## src/riscv_cfg_pkg.sv

```systemverilog
package riscv_cfg_pkg;

    // Datapath width of the RV64 core
    localparam int ARCH_W = 64;

    // Width of the W-suffixed instruction forms
    // Their results sign-extend from the top bit of this width
    localparam int WORD_W = 32;

endpackage : riscv_cfg_pkg

```

## src/int_alu_pkg.sv

```systemverilog
package int_alu_pkg;

    import riscv_cfg_pkg::*;

    localparam int TAG_W = 4;

    // Request opcodes seen at the ALU port
    typedef enum logic [3:0] {
        OP_ADD,
        OP_SUB,
        OP_SLT,
        OP_SLTU,
        OP_MIN,
        OP_MINU,
        OP_MAX,
        OP_MAXU,
        OP_AND,
        OP_OR,
        OP_XOR,
        OP_SLL,
        OP_SRL,
        OP_SRA
    } alu_op_e;

    // Add/sub/compare unit operations
    typedef enum logic [2:0] {
        AS_ADD,
        AS_SUB,
        AS_LESS,
        AS_MIN,
        AS_MAX
    } addsub_kind_e;

    // Logic/shift unit operations
    typedef enum logic [2:0] {
        LS_AND,
        LS_OR,
        LS_XOR,
        LS_SLL,
        LS_SRL,
        LS_SRA
    } lsh_kind_e;

    typedef struct packed {
        alu_op_e            op;
        logic               word;
        logic [ARCH_W-1:0]  a1;
        logic [ARCH_W-1:0]  a2;
        logic [TAG_W-1:0]   tag;
    } alu_req_t;

    typedef struct packed {
        logic [ARCH_W-1:0]  result;
        logic [TAG_W-1:0]   tag;
    } alu_resp_t;

    typedef struct packed {
        addsub_kind_e       kind;
        logic               uns;
        logic               word;
    } addsub_mode_t;

    typedef struct packed {
        lsh_kind_e          kind;
        logic               word;
    } lsh_mode_t;

endpackage : int_alu_pkg

```

## src/alu_issue.sv

```systemverilog
`timescale 1ns/10ps

module alu_issue import riscv_cfg_pkg::*, int_alu_pkg::*; #(
    parameter  int RESP_DEPTH = 4,
    localparam int CNT_W      = $clog2(RESP_DEPTH + 1)
) (
    input  logic                i_clk,
    input  logic                i_nrst,
    input  alu_req_t            i_req,
    input  logic                i_req_valid,
    output logic                o_req_ready,
    output addsub_mode_t        o_addsub_mode,
    output lsh_mode_t           o_lsh_mode,
    output logic [ARCH_W-1:0]   o_a1,
    output logic [ARCH_W-1:0]   o_a2,
    input  logic [ARCH_W-1:0]   i_addsub_res,
    input  logic [ARCH_W-1:0]   i_lsh_res,
    input  logic [CNT_W-1:0]    i_fifo_count,
    output logic                o_wr_valid,
    output alu_resp_t           o_wr_data
);

    logic               accept;
    logic               sel_lsh;
    logic [CNT_W:0]     in_flight;
    logic               st_valid;
    logic               st_lsh;
    logic [TAG_W-1:0]   st_tag;

    // Opcode decode into the two unit modes
    always_comb begin
        o_addsub_mode.kind = AS_ADD;
        o_addsub_mode.uns  = 1'b0;
        o_addsub_mode.word = i_req.word;
        o_lsh_mode.kind    = LS_AND;
        o_lsh_mode.word    = i_req.word;
        sel_lsh            = 1'b0;
        case (i_req.op)
            OP_ADD:  o_addsub_mode.kind = AS_ADD;
            OP_SUB:  o_addsub_mode.kind = AS_SUB;
            OP_SLT:  o_addsub_mode.kind = AS_LESS;
            OP_SLTU: begin
                o_addsub_mode.kind = AS_LESS;
                o_addsub_mode.uns  = 1'b1;
            end
            OP_MIN:  o_addsub_mode.kind = AS_MIN;
            OP_MINU: begin
                o_addsub_mode.kind = AS_MIN;
                o_addsub_mode.uns  = 1'b1;
            end
            OP_MAX:  o_addsub_mode.kind = AS_MAX;
            OP_MAXU: begin
                o_addsub_mode.kind = AS_MAX;
                o_addsub_mode.uns  = 1'b1;
            end
            OP_AND: begin
                o_lsh_mode.kind = LS_AND;
                sel_lsh         = 1'b1;
            end
            OP_OR: begin
                o_lsh_mode.kind = LS_OR;
                sel_lsh         = 1'b1;
            end
            OP_XOR: begin
                o_lsh_mode.kind = LS_XOR;
                sel_lsh         = 1'b1;
            end
            OP_SLL: begin
                o_lsh_mode.kind = LS_SLL;
                sel_lsh         = 1'b1;
            end
            OP_SRL: begin
                o_lsh_mode.kind = LS_SRL;
                sel_lsh         = 1'b1;
            end
            OP_SRA: begin
                o_lsh_mode.kind = LS_SRA;
                sel_lsh         = 1'b1;
            end
            default: sel_lsh = 1'b0;
        endcase
    end

    // Both units see the same operands
    assign o_a1 = i_req.a1;
    assign o_a2 = i_req.a2;

    // Credits cover the stage slot and every queued response
    assign in_flight   = {{CNT_W{1'b0}}, st_valid} + {1'b0, i_fifo_count};
    assign o_req_ready = (in_flight < (CNT_W + 1)'(RESP_DEPTH));
    assign accept      = i_req_valid && o_req_ready;

    always_ff @(posedge i_clk or negedge i_nrst) begin
        if (!i_nrst) begin
            st_valid <= 1'b0;
        end else begin
            st_valid <= accept;
        end
    end

    always_ff @(posedge i_clk) begin
        if (accept) begin
            st_lsh <= sel_lsh;
            st_tag <= i_req.tag;
        end
    end

    // Unit results are registered, so they line up with the stage
    assign o_wr_valid       = st_valid;
    assign o_wr_data.result = st_lsh ? i_lsh_res : i_addsub_res;
    assign o_wr_data.tag    = st_tag;

endmodule : alu_issue

```

## src/alu_resp_fifo.sv

```systemverilog
`timescale 1ns/10ps

module alu_resp_fifo import int_alu_pkg::*; #(
    parameter  int RESP_DEPTH = 4,
    localparam int CNT_W      = $clog2(RESP_DEPTH + 1),
    localparam int PTR_W      = $clog2(RESP_DEPTH)
) (
    input  logic               i_clk,
    input  logic               i_nrst,
    input  logic               i_wr_valid,
    input  alu_resp_t          i_wr_data,
    output alu_resp_t          o_resp,
    output logic               o_resp_valid,
    input  logic               i_resp_ready,
    output logic [CNT_W-1:0]   o_count
);

    alu_resp_t          mem [RESP_DEPTH];
    logic [PTR_W-1:0]   wr_ptr;
    logic [PTR_W-1:0]   rd_ptr;
    logic [CNT_W-1:0]   count;
    logic               rd_en;

    // Overflow is prevented upstream by the credit check
    assign rd_en = o_resp_valid && i_resp_ready;

    always_ff @(posedge i_clk) begin
        if (i_wr_valid) begin
            mem[wr_ptr] <= i_wr_data;
        end
    end

    always_ff @(posedge i_clk or negedge i_nrst) begin
        if (!i_nrst) begin
            wr_ptr <= '0;
            rd_ptr <= '0;
            count  <= '0;
        end else begin
            if (i_wr_valid) begin
                wr_ptr <= (wr_ptr == PTR_W'(RESP_DEPTH - 1)) ? '0 : wr_ptr + 1'b1;
            end
            if (rd_en) begin
                rd_ptr <= (rd_ptr == PTR_W'(RESP_DEPTH - 1)) ? '0 : rd_ptr + 1'b1;
            end
            // Simultaneous write and read leaves the count unchanged
            if (i_wr_valid && !rd_en) begin
                count <= count + 1'b1;
            end else if (!i_wr_valid && rd_en) begin
                count <= count - 1'b1;
            end
        end
    end

    assign o_resp       = mem[rd_ptr];
    assign o_resp_valid = (count != '0);
    assign o_count      = count;

endmodule : alu_resp_fifo

```

## src/int_addsub.sv

```systemverilog
`timescale 1ns/10ps

module int_addsub import riscv_cfg_pkg::*, int_alu_pkg::*; (
    input  logic                i_clk,
    input  logic                i_nrst,
    input  addsub_mode_t        i_mode,
    input  logic [ARCH_W-1:0]   i_a1,
    input  logic [ARCH_W-1:0]   i_a2,
    output logic [ARCH_W-1:0]   o_res
);

    logic [ARCH_W-1:0] op1;
    logic [ARCH_W-1:0] op2;
    logic [ARCH_W-1:0] sum;
    logic [ARCH_W-1:0] diff;
    logic              less_u;
    logic              less_s;
    logic              less;
    logic [ARCH_W-1:0] res_raw;
    logic [ARCH_W-1:0] res_next;
    logic [ARCH_W-1:0] res_q;

    // Word mode works on sign-extended low halves
    always_comb begin
        if (i_mode.word) begin
            op1 = {{(ARCH_W - WORD_W){i_a1[WORD_W-1]}}, i_a1[WORD_W-1:0]};
            op2 = {{(ARCH_W - WORD_W){i_a2[WORD_W-1]}}, i_a2[WORD_W-1:0]};
        end else begin
            op1 = i_a1;
            op2 = i_a2;
        end
    end

    assign sum  = op1 + op2;
    assign diff = op1 - op2;

    assign less_u = (op1 < op2);
    // Sign of the difference is only trusted when operand signs agree,
    // otherwise the negative operand is the smaller one
    assign less_s = (op1[ARCH_W-1] != op2[ARCH_W-1]) ? op1[ARCH_W-1] : diff[ARCH_W-1];
    assign less   = i_mode.uns ? less_u : less_s;

    always_comb begin
        res_raw = '0;
        case (i_mode.kind)
            AS_ADD:  res_raw = sum;
            AS_SUB:  res_raw = diff;
            AS_LESS: res_raw[0] = less;
            AS_MIN:  res_raw = less ? op1 : op2;
            AS_MAX:  res_raw = less ? op2 : op1;
            default: res_raw = '0;
        endcase
    end

    // W forms return a sign-extended 32-bit result
    always_comb begin
        if (i_mode.word) begin
            res_next = {{(ARCH_W - WORD_W){res_raw[WORD_W-1]}}, res_raw[WORD_W-1:0]};
        end else begin
            res_next = res_raw;
        end
    end

    always_ff @(posedge i_clk or negedge i_nrst) begin
        if (!i_nrst) begin
            res_q <= '0;
        end else begin
            res_q <= res_next;
        end
    end

    assign o_res = res_q;

endmodule : int_addsub

```

## src/int_alu_top.sv

```systemverilog
`timescale 1ns/10ps

module int_alu_top import riscv_cfg_pkg::*, int_alu_pkg::*; #(
    parameter  int RESP_DEPTH = 4,
    localparam int CNT_W      = $clog2(RESP_DEPTH + 1)
) (
    input  logic        i_clk,
    input  logic        i_nrst,
    input  alu_req_t    i_req,
    input  logic        i_req_valid,
    output logic        o_req_ready,
    output alu_resp_t   o_resp,
    output logic        o_resp_valid,
    input  logic        i_resp_ready
);

    addsub_mode_t       addsub_mode;
    lsh_mode_t          lsh_mode;
    logic [ARCH_W-1:0]  a1;
    logic [ARCH_W-1:0]  a2;
    logic [ARCH_W-1:0]  addsub_res;
    logic [ARCH_W-1:0]  lsh_res;
    logic [CNT_W-1:0]   fifo_count;
    logic               wr_valid;
    alu_resp_t          wr_data;

    alu_issue #(
        .RESP_DEPTH (RESP_DEPTH)
    ) issue_i (
        .i_clk          (i_clk),
        .i_nrst         (i_nrst),
        .i_req          (i_req),
        .i_req_valid    (i_req_valid),
        .o_req_ready    (o_req_ready),
        .o_addsub_mode  (addsub_mode),
        .o_lsh_mode     (lsh_mode),
        .o_a1           (a1),
        .o_a2           (a2),
        .i_addsub_res   (addsub_res),
        .i_lsh_res      (lsh_res),
        .i_fifo_count   (fifo_count),
        .o_wr_valid     (wr_valid),
        .o_wr_data      (wr_data)
    );

    int_addsub addsub_i (
        .i_clk  (i_clk),
        .i_nrst (i_nrst),
        .i_mode (addsub_mode),
        .i_a1   (a1),
        .i_a2   (a2),
        .o_res  (addsub_res)
    );

    int_logic_shift lsh_i (
        .i_clk  (i_clk),
        .i_nrst (i_nrst),
        .i_mode (lsh_mode),
        .i_a1   (a1),
        .i_a2   (a2),
        .o_res  (lsh_res)
    );

    alu_resp_fifo #(
        .RESP_DEPTH (RESP_DEPTH)
    ) fifo_i (
        .i_clk          (i_clk),
        .i_nrst         (i_nrst),
        .i_wr_valid     (wr_valid),
        .i_wr_data      (wr_data),
        .o_resp         (o_resp),
        .o_resp_valid   (o_resp_valid),
        .i_resp_ready   (i_resp_ready),
        .o_count        (fifo_count)
    );

endmodule : int_alu_top

```

## src/int_logic_shift.sv

```systemverilog
`timescale 1ns/10ps

module int_logic_shift import riscv_cfg_pkg::*, int_alu_pkg::*; (
    input  logic                i_clk,
    input  logic                i_nrst,
    input  lsh_mode_t           i_mode,
    input  logic [ARCH_W-1:0]   i_a1,
    input  logic [ARCH_W-1:0]   i_a2,
    output logic [ARCH_W-1:0]   o_res
);

    logic [5:0]        shamt;
    logic [ARCH_W-1:0] lo_zext;
    logic [ARCH_W-1:0] lo_sext;
    logic [ARCH_W-1:0] res_raw;
    logic [ARCH_W-1:0] res_next;
    logic [ARCH_W-1:0] res_q;

    // Shift amount is masked to 5 bits for W forms
    assign shamt = i_mode.word ? {1'b0, i_a2[4:0]} : i_a2[5:0];

    // Low word of a1 prepared for the W right shifts
    assign lo_zext = {{(ARCH_W - WORD_W){1'b0}}, i_a1[WORD_W-1:0]};
    assign lo_sext = {{(ARCH_W - WORD_W){i_a1[WORD_W-1]}}, i_a1[WORD_W-1:0]};

    always_comb begin
        res_raw = '0;
        case (i_mode.kind)
            LS_AND:  res_raw = i_a1 & i_a2;
            LS_OR:   res_raw = i_a1 | i_a2;
            LS_XOR:  res_raw = i_a1 ^ i_a2;
            LS_SLL:  res_raw = i_a1 << shamt;
            LS_SRL: begin
                if (i_mode.word) begin
                    res_raw = lo_zext >> shamt;
                end else begin
                    res_raw = i_a1 >> shamt;
                end
            end
            LS_SRA: begin
                if (i_mode.word) begin
                    res_raw = $signed(lo_sext) >>> shamt;
                end else begin
                    res_raw = $signed(i_a1) >>> shamt;
                end
            end
            default: res_raw = '0;
        endcase
    end

    always_comb begin
        if (i_mode.word) begin
            res_next = {{(ARCH_W - WORD_W){res_raw[WORD_W-1]}}, res_raw[WORD_W-1:0]};
        end else begin
            res_next = res_raw;
        end
    end

    always_ff @(posedge i_clk or negedge i_nrst) begin
        if (!i_nrst) begin
            res_q <= '0;
        end else begin
            res_q <= res_next;
        end
    end

    assign o_res = res_q;

endmodule : int_logic_shift

```

## config.mk

```make
export PLATFORM = sky130hd
export DESIGN_NAME = int_alu_top
export DESIGN_NICKNAME = d
export VERILOG_FILES = /design/src/riscv_cfg_pkg.sv /design/src/int_alu_pkg.sv /design/src/alu_issue.sv /design/src/alu_resp_fifo.sv /design/src/int_addsub.sv /design/src/int_alu_top.sv /design/src/int_logic_shift.sv
export SDC_FILE = /design/constraint.sdc
export NUM_CORES = 2
export LEC_CHECK = 0
export ABC_AREA = 0
export BUFFER_PORTS_ARGS = -buffer_cell sky130_fd_sc_hd__buf_2
export CORE_ASPECT_RATIO = 1.4
export CORE_MARGIN = 8
export CORE_UTILIZATION = 43
export DETAILED_ROUTE_END_ITERATION = 6
export HOLD_SLACK_MARGIN = 0.06
export PLACE_DENSITY = 0.55
export REMOVE_ABC_BUFFERS = 1
export SLEW_MARGIN = 5
export SYNTH_ARGS = -nofsm -noshare
export SYNTH_HDL_FRONTEND = slang
export SYNTH_HIERARCHICAL = 1
export SYNTH_SLANG_ARGS = --single-unit
```

## constraint.sdc

```tcl
create_clock -name i_clk -period 3.1 [get_ports i_clk]
set_clock_uncertainty 0.1 [all_clocks]
set_input_delay 0.155 -clock i_clk [delete_from_list [all_inputs] [get_ports i_clk]]
set_output_delay 0.155 -clock i_clk [all_outputs]
set_load 0.02 [all_outputs]
```

==> run_results.csv <==
group,metric,value,unit
global_routing,grt_overflow,0,
cells_and_area,post-route-util,0.5822,
sta,finalSetupViolCount,64,
yosys,synth_mux_area_frac,0.1775,
global_routing,grt_pass1_wl,299200,um
floorplanning,die_h,380.2,um
floorplanning,start_util,0.4340,
yosys,synth.distinct_cells,114,
yosys,synth-seq-cells,413,
cts,ctsLongestPathBuffers,3,
power,switching_power,10.28,mW
route,wirelength,211100,um
yosys,synthCells,4396,
worst_setup_path,max_stage_delay,0.45,ns
global_routing,grt_pass1_vias,42660,
route,drc_errors,0,
sta,clock.fmax,228.4,MHz
sta,layout_setup_ws,-1.278,ns
floorplanning,dieWidth,276.1,um
cells_and_area,nets,6061,
cells_and_area,final_layout_size_suffix_gt1_frac,0.3821,
worst_setup_path,worst_path_max_delay_cell,"or3_4",
yosys,synthFlopType,"edfxtp_1",
worst_setup_path,cp.arrival,4.75,ns
status,violations,"negative setup slack",
cells_and_area,mostFrequentLayoutCells,"buf_4, nor2_1, nand2_1, a21oi_1, inv_1",
floorplanning,coreArea,93860,sq um
route,viasPerCell,6.265,
floorplanning,die_area,105000,sq um
yosys,syn_area,40730,sq um
job,drv_cap,0,
cells_and_area,final_common_cell,"buf_4",
worst_setup_path,crit_buf_inv,7,
worst_setup_path,cp-start-kind,"input pin",
global_routing,grtUsageTotal,0.3834,
placement,port-buffer-count,210,
yosys,ys_seq_area_frac,0.2878,
floorplanning,io_pins,211,
route,ant_nets,0,
cts,path_clk_slew,0.06,ns
power,switching_share,0.3968,
sta,rsz0062_at_grt,"true",
sta,whs,0.04889,ns
yosys,async_reset_ff_frac,0.3293,
sta,tightest_slew,1.028,ns
cts,clkSinkCount,413,
global_routing,antenna_found_initial,16,
worst_setup_path,worst-path-max-fanout,8,
cts,clockRootBuffer,"clkbuf_16",
yosys,yosys.area_share.simple,0.1162,
sta,setup_tns,-73.70,ns
power,clkPwrFrac,0.195,
worst_setup_path,worstSetupPathType,"input pin to flop",
yosys,synth_adder_area_share,0.08276,
floorplanning,rows,133,
sta,maxSlewHeadroom,0.3147,
placement,hpwl,166100,um
cts,cts_made_buffers,40,
cts,htreeDepth,2,
status,status,"finished, violations left",
sta,timing.final.crit_period,4.378,ns
worst_setup_path,critPathCaptureType,"flop",
yosys,synth.avg_cell_area,9.265,sq um
sta,report.final.slew_viol_count,0,
global_routing,grt_max_degree,73,
route,via_count,43290,
sta,timing.final.crit_share,1.412,
power,p_int,15.62,mW
sta,hold_violations,0,
yosys,synth_compound_area_frac,0.2221,
power,p_leak,24.13,nW
cells_and_area,area_growth_syn_to_layout,34.17,%
power,cellPowerDensity,474.0,nW/um^2
worst_setup_path,crit_top_cell,"buf_12",
min_path,hp-class,"input pin to async pin",
power,seqPwrFrac,0.306,
route,detail_route.wl_per_cell,30.56,um
cts,clkLatencyLatePin,0.63,ns
route,drtPass1Iterations,6,
cells_and_area,fin_area,54640,sq um
yosys,synth_top_family_by_area,"compound AO/OA/AOI/OAI gates",
yosys,synth-edff-count,277,
power,comb_power_share,0.499,
power,peakVddDrop,421.7,uV
placement,placed_area,51230,sq um
worst_setup_path,crit_family,"compound AO/OA/AOI/OAI gates",
worst_setup_path,worstPathRequired,3.47,ns
placement,place_congestion,1.079,
yosys,synth-xor-area-share,0.01462,
route,drt_iter0_drc,5222,
yosys,ys_warn_count,6,
cts,cts_tree,"done",
worst paths after layout:
kind	start	end	slack [ns]	cells past startpoint
hold reg to reg	issue_i/st_tag[0]$_DFFE_PP_	fifo_i/mem[2][0]$_DFFE_PP_	0.41	0
setup reg to reg	fifo_i/o_count[0]$_DFFE_PN0P_	fifo_i/o_count[2]$_DFFE_PN0P_	0.82	8
min in group i_clk	i_req[35]	addsub_i/o_res[31]$_DFF_PN0_	0.05	5
setup / recovery	i_req[132]	addsub_i/o_res[57]$_DFF_PN0_	-1.28	27
hold / removal	i_nrst	lsh_i/o_res[5]$_DFF_PN0_	0.05	2
max in group asynchronous	i_nrst	addsub_i/o_res[59]$_DFF_PN0_	2.06	3
what timing repair did:
action                                  CTS  global route
hold endpoints to repair                159             0
pin swaps                                38            44
resized for setup                       140            68
endpoints found under the setup margin  123            68
setup buffers                            24            15
hold buffers                             70             0
cloned                                   10             6
power groups by stage:
| stage | Clock [mW] | Sequential [mW] | Combinational, mW |
|---|---|---|---|
| 2_1_floorplan | 0 | 7.78 | 6.16 |
| 3_3_place_gp | 0 | 7.96 | 12.2 |
| 3_5_place_dp | 0 | 8.00 | 12.2 |
| 4_1_cts | 5.10 | 7.89 | 12.6 |
| 5_1_grt | 5.32 | 7.97 | 13.6 |
| 6_report | 5.06 | 7.93 | 12.9 |
synth_stat cells (36+ instances only):
| library cell | count | area [sq um] |
|---|---|---|
| mux2i_1 | 108 | 1081 |
| mux2_2 | 63 | 709.4 |
| mux4_2 | 200 | 4504 |
| buf_4 | 147 | 1104 |
| o211ai_1 | 62 | 465.5 |
| o221ai_1 | 41 | 359.1 |
| a21o_1 | 52 | 390.4 |
| buf_2 | 71 | 355.3 |
| dfrtp_1 | 136 | 3403 |
| a211oi_1 | 92 | 690.7 |
| mux2_4 | 60 | 900.9 |
| inv_1 | 305 | 1145 |
| o22ai_1 | 58 | 362.9 |
| clkbuf_1 | 187 | 701.9 |
| xnor2_1 | 59 | 516.8 |
| a21oi_1 | 335 | 1677 |
| a22oi_1 | 71 | 533.0 |
| nand4_1 | 36 | 225.2 |
| a31oi_1 | 37 | 231.5 |
| nor3_1 | 57 | 285.3 |
| buf_1 | 39 | 146.4 |
| nand3_1 | 69 | 345.3 |
| nor2_1 | 366 | 1374 |
| ha_1 | 263 | 3291 |
| o21bai_1 | 40 | 300.3 |
| o21ai_0 | 305 | 1526 |
| nand2_1 | 327 | 1227 |
| edfxtp_1 | 277 | 8318 |
layer usage:
layer,wire [um],global-route usage
met1,80170,0.4744
met2,96980,0.6265
met3,16920,0.05600
met4,17030,0.2420
met5,42,0
stage by stage:
stage	setup WS (ns)	power (mW)	cells
6_report	-1.278	25.90	6909
2_1_floorplan	-5.567	13.94	3913
3_3_place_gp	-2.317	20.13	6707
5_1_grt	-1.470	26.90	6903
3_5_place_dp	-2.330	20.21	6707
4_1_cts	-1.066	25.63	6883
state kept, by name, indices dropped and copies added, names as in the netlist:
name / count
issue_i/o_wr_valid: 1
fifo_i/mem: 272
issue_i/st_tag: 4
fifo_i/wr_ptr: 2
issue_i/st_lsh: 1
fifo_i/rd_ptr: 2
addsub_i/o_res: 64
fifo_i/o_count: 3
lsh_i/o_res: 64
kinds of logic (layout without fill, tap and decap cells):
kind of cell             count (synthesis)  after routing
AO/OA/AOI/OAI                         1379           1379
XOR/XNOR                                68             68
adder cells (fa/ha/maj)                267            267
buffers and inverters                  796           2084
flip-flops                             413            413
multiplexers                           433            433
other                                    0             10
AND/OR/NAND/NOR                       1040           1040
layout make-up:
| class | instances | area [sq um] |
|---|---|---|
| fill | 8527 | 39210 |
| multi-input combinational | 3187 | 25540 |
| timing repair buffer | 1698 | 13330 |
| sequential | 413 | 11730 |
| tap | 1215 | 1520 |
| inverter | 313 | 1189 |
| clock buffer | 51 | 1062 |
| clock inverter | 22 | 247.7 |
| antenna | 10 | 25.02 |
No activity file was read; power rests on OpenSTA's default activity.
